### config.mk
export PLATFORM = sky130hd
export DESIGN_NAME = ipgu
export DESIGN_NICKNAME = d
export VERILOG_FILES = /design/src/hdl/ipguPkg.sv /design/src/hdl/ramPortIf.sv /design/src/hdl/ipgu.sv /design/src/hdl/ipguCtrl.sv /design/src/hdl/ipguMover.sv /design/src/hdl/ipguOutBuffer.sv /design/src/hdl/pixelRam.sv
export SDC_FILE = /design/constraint.sdc
export NUM_CORES = 2
export LEC_CHECK = 0
export BUFFER_PORTS_ARGS = -buffer_cell sky130_fd_sc_hd__buf_2
export CAP_MARGIN = 20
export CORE_ASPECT_RATIO = 1.4
export CORE_MARGIN = 4
export CORE_UTILIZATION = 31
export DETAILED_ROUTE_END_ITERATION = 10
export PLACE_DENSITY = 0.43
export SYNTH_ARGS = -nofsm -noshare
export SYNTH_HDL_FRONTEND = slang
export SYNTH_SLANG_ARGS = --single-unit
### constraint.sdc
create_clock -name clk -period 5.5 [get_ports clk]
set_input_delay 0.275 -clock clk [delete_from_list [all_inputs] [get_ports clk]]
set_output_delay 0.275 -clock clk [all_outputs]
set_load 0.01 [all_outputs]
### src/hdl/ipguPkg.sv
`default_nettype none

package ipguPkg;

    //////////////////////////////////////////////////////////////////////
    // Image dimensions
    //////////////////////////////////////////////////////////////////////

    // Full frame side in pixels
    localparam int FRAME_DIM = 16;
    // Decimated side, every other row and column
    localparam int SCALED_DIM = FRAME_DIM / 2;

    // Frame address is row then column
    localparam int FRAME_ADDR_W = 2 * $clog2(FRAME_DIM);
    localparam int SCALED_ADDR_W = 2 * $clog2(SCALED_DIM);
    // Column field width in a scaled address
    localparam int COL_W = $clog2(SCALED_DIM);

    //////////////////////////////////////////////////////////////////////
    // Window geometry
    //////////////////////////////////////////////////////////////////////

    // Two scaled rows per window
    localparam int WIN_ROWS = 2;
    localparam int WIN_BYTES = WIN_ROWS * SCALED_DIM;
    localparam int NUM_WINDOWS = SCALED_DIM / WIN_ROWS;
    // Pixel counter inside one window
    localparam int WIN_CNT_W = $clog2(WIN_BYTES);
    localparam int WIN_IDX_W = $clog2(NUM_WINDOWS);

    // One grey pixel
    typedef logic [7:0] pixelT;

    // Decode to execute command
    typedef enum logic [1:0] {
        CMD_NONE,
        CMD_SCALE,
        CMD_WINDOW
    } ipguCmdE;

    // Controller sequence
    typedef enum logic [2:0] {
        ST_IDLE,
        ST_SCALE,
        ST_WINDOW,
        ST_DRAIN,
        ST_NEXT
    } ctrlStateE;

endpackage

`default_nettype wire

### src/hdl/ramPortIf.sv
`timescale 1ns/100ps
`default_nettype none

// One single-port pixel RAM connection
interface ramPortIf
    import ipguPkg::*;
#(
    // Frame RAM uses 8, scaled RAM uses 6
    parameter int ADDR_W = 8
);

    // Chip select, needed for reads and writes
    logic              cs;
    // Write enable, only honoured with cs
    logic              we;
    logic [ADDR_W-1:0] addr;
    pixelT             wrData;
    // Registered read data, one cycle after addr
    pixelT             rdData;

    // Side that issues the accesses
    modport requester (
        output cs,
        output we,
        output addr,
        output wrData,
        input  rdData
    );

    // Side that holds the storage
    modport memory (
        input  cs,
        input  we,
        input  addr,
        input  wrData,
        output rdData
    );

endinterface

`default_nettype wire

### src/hdl/ipgu.sv
`timescale 1ns/100ps
`default_nettype none

module ipgu
    import ipguPkg::*;
(
    input  wire                     clk,
    input  wire                     reset,

    // Host frame load
    input  wire                     csRam1Ext,
    input  wire                     weRam1Ext,
    input  wire [FRAME_ADDR_W-1:0]  addrRam1Ext,
    input  pixelT                   wrDataRam1Ext,

    // Start and status
    input  wire                     initIpgu,
    output logic                    rdyIpgu,

    // Feature unit side
    input  wire                     rdyHeu,
    output logic                    vldIpgu,
    output logic [WIN_BYTES*8-1:0]  winData
);

    ipguCmdE              cmd;
    logic [WIN_IDX_W-1:0] winIndex;
    logic                 done;
    logic                 bufWrite;
    pixelT                bufData;

    //////////////////////////////////////////////////////////////////////
    // Frame and scaled RAMs
    //////////////////////////////////////////////////////////////////////

    ramPortIf #(.ADDR_W(FRAME_ADDR_W))  framePort ();
    ramPortIf #(.ADDR_W(SCALED_ADDR_W)) scaledPort ();

    // 16x16 input frame
    pixelRam #(.ADDR_W(FRAME_ADDR_W)) frameRam (
        .clk (clk),
        .mem (framePort)
    );

    // 8x8 decimated image
    pixelRam #(.ADDR_W(SCALED_ADDR_W)) scaledRam (
        .clk (clk),
        .mem (scaledPort)
    );

    //////////////////////////////////////////////////////////////////////
    // Decode, execute, result
    //////////////////////////////////////////////////////////////////////

    ipguCtrl ctrlUnit (
        .clk      (clk),
        .reset    (reset),
        .initIpgu (initIpgu),
        .rdyIpgu  (rdyIpgu),
        .done     (done),
        .cmd      (cmd),
        .winIndex (winIndex),
        .vldIpgu  (vldIpgu)
    );

    ipguMover mover (
        .clk           (clk),
        .reset         (reset),
        .cmd           (cmd),
        .winIndex      (winIndex),
        .done          (done),
        .csRam1Ext     (csRam1Ext),
        .weRam1Ext     (weRam1Ext),
        .addrRam1Ext   (addrRam1Ext),
        .wrDataRam1Ext (wrDataRam1Ext),
        .bufWrite      (bufWrite),
        .bufData       (bufData),
        .framePort     (framePort),
        .scaledPort    (scaledPort)
    );

    // Sole owner of the rdyHeu handshake
    ipguOutBuffer outBuffer (
        .clk      (clk),
        .reset    (reset),
        .bufWrite (bufWrite),
        .bufData  (bufData),
        .rdyHeu   (rdyHeu),
        .vldIpgu  (vldIpgu),
        .winData  (winData)
    );

endmodule

`default_nettype wire

### src/hdl/ipguCtrl.sv
`timescale 1ns/100ps
`default_nettype none

module ipguCtrl
    import ipguPkg::*;
(
    input  wire                  clk,
    input  wire                  reset,

    // Host start and status
    input  wire                  initIpgu,
    output logic                 rdyIpgu,

    // Execute stage
    input  wire                  done,
    output ipguCmdE              cmd,
    output logic [WIN_IDX_W-1:0] winIndex,

    // Window pending at the output
    input  wire                  vldIpgu
);

    ctrlStateE state;
    logic      lastWin;
    logic      startReq;

    // Fourth window is being handled
    assign lastWin = (winIndex == WIN_IDX_W'(NUM_WINDOWS - 1));

    // Ready when idle, or as soon as the last window has left
    assign rdyIpgu = (state == ST_IDLE) ||
                     ((state == ST_DRAIN) && lastWin && !vldIpgu);

    // Start only counts while ready
    assign startReq = initIpgu && rdyIpgu;

    //////////////////////////////////////////////////////////////////////
    // Command sequencer
    //////////////////////////////////////////////////////////////////////

    always_ff @(posedge clk) begin
        if (reset) begin
            state    <= ST_IDLE;
            cmd      <= CMD_NONE;
            winIndex <= '0;
        end else begin
            // Commands are single-cycle pulses
            cmd <= CMD_NONE;
            if (startReq) begin
                state    <= ST_SCALE;
                cmd      <= CMD_SCALE;
                winIndex <= '0;
            end else begin
                case (state)
                    ST_IDLE: begin
                        state <= ST_IDLE;
                    end
                    // Decimation running
                    ST_SCALE: begin
                        if (done) begin
                            state <= ST_WINDOW;
                            cmd   <= CMD_WINDOW;
                        end
                    end
                    // Window gather running
                    ST_WINDOW: begin
                        if (done) begin
                            state <= ST_DRAIN;
                        end
                    end
                    // Back-pressure, wait for the consumer
                    ST_DRAIN: begin
                        if (!vldIpgu) begin
                            state <= lastWin ? ST_IDLE : ST_NEXT;
                        end
                    end
                    // Step to the next pair of scaled rows
                    ST_NEXT: begin
                        winIndex <= winIndex + 1'b1;
                        cmd      <= CMD_WINDOW;
                        state    <= ST_WINDOW;
                    end
                    default: begin
                        state <= ST_IDLE;
                    end
                endcase
            end
        end
    end

endmodule

`default_nettype wire

### src/hdl/ipguMover.sv
`timescale 1ns/100ps
`default_nettype none

module ipguMover
    import ipguPkg::*;
(
    input  wire                     clk,
    input  wire                     reset,

    // Decode stage
    input  ipguCmdE                 cmd,
    input  wire [WIN_IDX_W-1:0]     winIndex,
    output logic                    done,

    // Host write port into the frame RAM
    input  wire                     csRam1Ext,
    input  wire                     weRam1Ext,
    input  wire [FRAME_ADDR_W-1:0]  addrRam1Ext,
    input  pixelT                   wrDataRam1Ext,

    // Window buffer
    output logic                    bufWrite,
    output pixelT                   bufData,

    // RAM ports
    ramPortIf.requester             framePort,
    ramPortIf.requester             scaledPort
);

    ipguCmdE                   phase;
    logic                      readActive;
    logic [SCALED_ADDR_W-1:0]  scanCnt;
    logic [SCALED_ADDR_W-1:0]  rdAddrQ;
    logic                      rdPend;
    logic                      lastPend;
    logic                      lastRead;
    logic                      scaleRd;
    logic                      windowRd;
    logic                      scaleWr;
    logic [FRAME_ADDR_W-1:0]   scanFrameAddr;

    // Read issued this cycle, per phase
    assign scaleRd  = readActive && (phase == CMD_SCALE);
    assign windowRd = readActive && (phase == CMD_WINDOW);

    // 64 reads for scale, 16 for a window
    assign lastRead = (phase == CMD_SCALE) ? (scanCnt == '1)
                                           : (scanCnt[WIN_CNT_W-1:0] == '1);

    //////////////////////////////////////////////////////////////////////
    // Frame RAM, host has priority
    //////////////////////////////////////////////////////////////////////

    // Scan (y, x) maps to frame (2y, 2x)
    assign scanFrameAddr = {scanCnt[SCALED_ADDR_W-1:COL_W], 1'b0,
                            scanCnt[COL_W-1:0], 1'b0};

    assign framePort.cs     = csRam1Ext | scaleRd;
    // Unit never writes the frame
    assign framePort.we     = csRam1Ext & weRam1Ext;
    assign framePort.addr   = csRam1Ext ? addrRam1Ext : scanFrameAddr;
    assign framePort.wrData = wrDataRam1Ext;

    //////////////////////////////////////////////////////////////////////
    // Scaled RAM and buffer feed
    //////////////////////////////////////////////////////////////////////

    // Frame pixel returned, store at its scan address
    assign scaleWr = rdPend && (phase == CMD_SCALE);

    assign scaledPort.cs     = scaleWr | windowRd;
    assign scaledPort.we     = scaleWr;
    // Window rows 2*winIndex and 2*winIndex+1
    assign scaledPort.addr   = scaleWr ? rdAddrQ : {winIndex, scanCnt[WIN_CNT_W-1:0]};
    assign scaledPort.wrData = framePort.rdData;

    assign bufWrite = rdPend && (phase == CMD_WINDOW);
    assign bufData  = scaledPort.rdData;

    // Scan counter and one-stage read valid pipe
    always_ff @(posedge clk) begin
        if (reset) begin
            phase      <= CMD_NONE;
            readActive <= 1'b0;
            scanCnt    <= '0;
            rdPend     <= 1'b0;
            lastPend   <= 1'b0;
            done       <= 1'b0;
        end else begin
            rdPend   <= readActive;
            lastPend <= readActive && lastRead;
            // One cycle after the final write
            done     <= lastPend;
            if (cmd != CMD_NONE) begin
                phase      <= cmd;
                readActive <= 1'b1;
                scanCnt    <= '0;
            end else if (readActive) begin
                scanCnt <= scanCnt + 1'b1;
                if (lastRead) begin
                    readActive <= 1'b0;
                end
            end
        end
    end

    // Address of the read in flight
    always_ff @(posedge clk) begin
        rdAddrQ <= scanCnt;
    end

endmodule

`default_nettype wire

### src/hdl/ipguOutBuffer.sv
`timescale 1ns/100ps
`default_nettype none

module ipguOutBuffer
    import ipguPkg::*;
(
    input  wire                       clk,
    input  wire                       reset,

    // Pixels from the execute stage
    input  wire                       bufWrite,
    input  pixelT                     bufData,

    // Window handshake
    input  wire                       rdyHeu,
    output logic                      vldIpgu,
    output logic [WIN_BYTES*8-1:0]    winData
);

    // Byte k is window pixel k
    pixelT [WIN_BYTES-1:0] winReg;
    logic  [WIN_CNT_W-1:0] wrCnt;

    // Shift toward byte 0, first pixel ends up lowest
    always_ff @(posedge clk) begin
        if (bufWrite) begin
            winReg <= {bufData, winReg[WIN_BYTES-1:1]};
        end
    end

    // Fill count and valid flag
    always_ff @(posedge clk) begin
        if (reset) begin
            wrCnt   <= '0;
            vldIpgu <= 1'b0;
        end else begin
            if (bufWrite) begin
                // Wraps back to zero after the sixteenth pixel
                wrCnt <= wrCnt + 1'b1;
            end
            if (bufWrite && (wrCnt == '1)) begin
                vldIpgu <= 1'b1;
            end else if (vldIpgu && rdyHeu) begin
                // Window taken
                vldIpgu <= 1'b0;
            end
        end
    end

    assign winData = winReg;

endmodule

`default_nettype wire

### src/hdl/pixelRam.sv
`timescale 1ns/100ps
`default_nettype none

module pixelRam
    import ipguPkg::*;
#(
    // Depth is 2**ADDR_W pixels
    parameter int ADDR_W = 8
) (
    input  wire           clk,
    ramPortIf.memory      mem
);

    // Pixel storage, no reset on contents
    pixelT memArr [0:(2**ADDR_W)-1];
    pixelT rdQ;

    // Synchronous write and registered read
    always_ff @(posedge clk) begin
        if (mem.cs) begin
            if (mem.we) begin
                memArr[mem.addr] <= mem.wrData;
            end
            // Read returns the old value on a write cycle
            rdQ <= memArr[mem.addr];
        end
    end

    assign mem.rdData = rdQ;

endmodule

`default_nettype wire

==> flow_summary.json <==
{
  "die_y_microns": 694,
  "synth.most_common_cell": "edfxtp_1",
  "fmax_ghz": 0.202,
  "synth-edff-count": 2704,
  "ys_ff_latch": 2734,
  "synthDistinctLibCells": 76,
  "num_vias": 58900,
  "cts-root-buf": "clkbuf_16",
  "rsz0062_at_grt": "false",
  "power.switching_w": 0.00996,
  "crit_type": "flip-flop to flip-flop",
  "ant_nets": 0,
  "timing.hold.ws_ns": 0.182,
  "p_sw_share_pct": 22.4,
  "hold_viol": 0,
  "grt_max_degree": 175,
  "worstPathArrival_ns": 5.55,
  "seq_area_frac_synth_pct": 78.6,
  "power_frac_comb_pct": 5.6,
  "r2r_cells": 8,
  "htree_levels": 5,
  "die_w_microns": 498,
  "hp-class": "primary input to flip-flop",
  "cts_sinks": 2734,
  "end_kind": "flip-flop",
  "period_minus_slack_ns": 4.94,
  "hpwl_mm": 221,
  "power_density_nw_per_um2": 367,
  "drc": 0,
  "seq_power_share_pct": 51.8,
  "synth_common_cells": "2704 x edfxtp_1, 438 x nand2_1, 397 x nor2_1",
  "grt_pass1_wl_mm": 483,
  "grt_pass1_vias": 59700,
  "finClkSkew_ns": 0.0813,
  "insertion_delay_ns": 0.88,
  "cp-start-kind": "flip-flop",
  "ir_drop_mv": 0.287,
  "via_per_inst": 5.34,
  "start_util_pct": 31.2,
  "syn_inst": 6011,
  "synth_top_flop_cell": "edfxtp_1",
  "place_inst": 10500,
  "fin_crit_sh_pct": 89.9,
  "clockPowerShare_pct": 42.7,
  "tritoncts": "yes",
  "syn-cell-area_sq_um": 104000,
  "drv_cap": 0,
  "clkSlewWorstSetupHoldPaths_ns": 0.06,
  "whs_path_depth": 4,
  "synth_area_leaders": "edfxtp_1 78%, mux2_2 2.9%, mux2i_1 2.1%, a22oi_1 1.8%, nand2_1 1.6%",
  "setup_slack_ns": 0.557,
  "die_area_sq_um": 345000,
  "cp.required_ns": 6.10,
  "grt_use_total_pct": 19.6,
  "io_pins": 152,
  "post-synth-top-area-fraction_pct": 78.0,
  "drive_gt1_share_pct": 19.1,
  "yosys.area.top_type": "edfxtp_1",
  "port_buffers": 151,
  "setup_viol": 0,
  "ctsResizeCount": 0,
  "overflow": 0,
  "crit_fanout": 17,
  "place.gp.congestion": 0.856,
  "syn2layout_area_growth_pct": 16.3,
  "worst_pin_slew_ns": 1.12,
  "cts_buffers": 288,
  "status": "finished, final reports clean",
  "antenna_found_initial": 9,
  "num-nets-final": 6418,
  "totalNegativeSetupSlack_ns": 0,
  "first_iter_violations": 6124,
  "p_int_w": 0.0345,
  "finalWirelength_mm": 348,
  "max-slew-margin-rel_pct": 23.4,
  "synthArstFlopShare_pct": 0,
  "synth_nets": 6036,
  "postCtsSetupRepairBufs": 0,
  "avgSynthCellArea_sq_um": 17.3,
  "core_area_sq_um": 334000,
  "p_leak_nw": 37.9,
  "drt-wirelength-per-cell_microns": 31.5,
  "drtPass1Iterations": 10,
  "core.rowCount": 251,
  "final_cells": 11000,
  "post-place-ws_ns": 0.448,
  "ys.warnings.count": 0,
  "slew_viol_final": 0,
  "clockBufferDepth": 4
}
-- state kept, by name (all words and copies together), names as in the netlist, 2 cells and up --
register and flops:
frameRam.memArr 2048, scaledRam.memArr 512, outBuffer.winData 128, frameRam.mem.rdData 8
scaledRam.mem.rdData 8, mover.rdAddrQ 6, mover.scanCnt 6, outBuffer.wrCnt 4
ctrlUnit.state 3, ctrlUnit.cmd 2, ctrlUnit.winIndex 2, mover.phase 2
-- what timing repair did --
item,in CTS,in global routing
hold buffers,13,0
endpoints found under the hold margin,398,0
setup endpoints to repair,0,0
-- cell usage in the layout, fill, tap and decap left out, types with 18 or more instances in the layout --
cell / n
edfxtp_1: 2704
nand2_1: 424
nor2_1: 386
clkbuf_16: 294
buf_4: 286
mux2_2: 267
a22oi_1: 253
mux2i_1: 220
a21oi_1: 185
o22ai_1: 162
a222oi_1: 161
buf_2: 146
o21ai_0: 129
a221oi_1: 121
mux4_2: 72
clkbuf_1: 63
clkinv_1: 61
nand3_1: 56
clkinv_2: 41
nand4_1: 35
buf_12: 35
dfxtp_1: 30
a31oi_1: 28
a221o_1: 28
a22o_1: 23
o221ai_1: 23
bufinv_16: 22
a41oi_1: 19
nor3_1: 18
-- cell type report --
type | instances | area [sq um]
inverters | 7 | 26.3
fillers | 31400 | 213000
repair buffers | 491 | 3900
diodes | 5 | 12.5
clock inverters | 147 | 1350
clock buffers | 357 | 7590
well taps | 4427 | 5540
flip-flops and latches | 2734 | 81800
multi-input cells | 2871 | 20900
-- cell families (layout without fill, tap and decap cells) --
family / after synthesis / count (layout) / share of synthesized area, %
adder cells (fa/ha/maj): 3 / 3 / 0.0361
buffers and inverters: 406 / 1002 / 1.66
flip-flops: 2734 / 2734 / 78.6
XOR/XNOR: 8 / 8 / 0.0673
multiplexers: 569 / 569 / 6.69
other: 0 / 5 / 0
AND/OR/NAND/NOR: 1051 / 1051 / 4.27
AO/OA/AOI/OAI: 1240 / 1240 / 8.72
-- power by group through the flow --
stage	registers, W	clock network, W	logic [W]
finish	0.0230	0.0190	0.00247
detailed placement	0.0235	0	0.00249
global placement	0.0235	0	0.00245
global route	0.0230	0.0203	0.00258
floorplan	0.0235	0	0.00105
CTS	0.0230	0.0194	0.00250
-- worst max-delay path, stage by stage (launching register included) --
cell      delay (ns)
dfxtp_1         0.76
nor3b_1         0.26
a21oi_4         0.83
buf_4           0.43
buf_4           0.35
o221ai_1        0.35
a32oi_1         0.93
nand3_1         0.41
and3_1          0.31
-- through the flow --
stage / cell area [sq um] / power, W / util (%)
final: 121000 / 0.0445 / 36.3
after global routing: 121000 / 0.0459 / 36.3
after CTS: 121000 / 0.0449 / 36.3
after detailed placement: 112000 / 0.0259 / 33.5
after global placement: 112000 / 0.0259 / 33.5
after floorplan: 104000 / 0.0246 / -
-- per-layer routing --
metal | vias up | wire [microns] | track usage [%] | share of wire [%]
met5 | - | 25 | 0 | 0.0072
met2 | 2131 | 182000 | 35.6 | 52
met3 | 538 | 18400 | 2.91 | 5.3
met1 | 31100 | 134000 | 23.3 | 38
met4 | 4 | 14400 | 7.33 | 4.1
li1 | 25200 | - | - | -
-- final timing paths --
check	from	to	slack [ns]
setup / recovery	mover.scanCnt[1]$_SDFFE_PP0P_	frameRam.mem.rdData[5]$_DFFE_PP_	0.56
hold reg to reg	scaledRam.mem.rdData[0]$_DFFE_PP_	outBuffer.winData[120]$_DFFE_PP_	0.42
hold / removal	addrRam1Ext[7]	frameRam.mem.rdData[7]$_DFFE_PP_	0.18
setup reg to reg	mover.scanCnt[1]$_SDFFE_PP0P_	frameRam.mem.rdData[5]$_DFFE_PP_	0.56
Power figures use the tool's default switching activity.
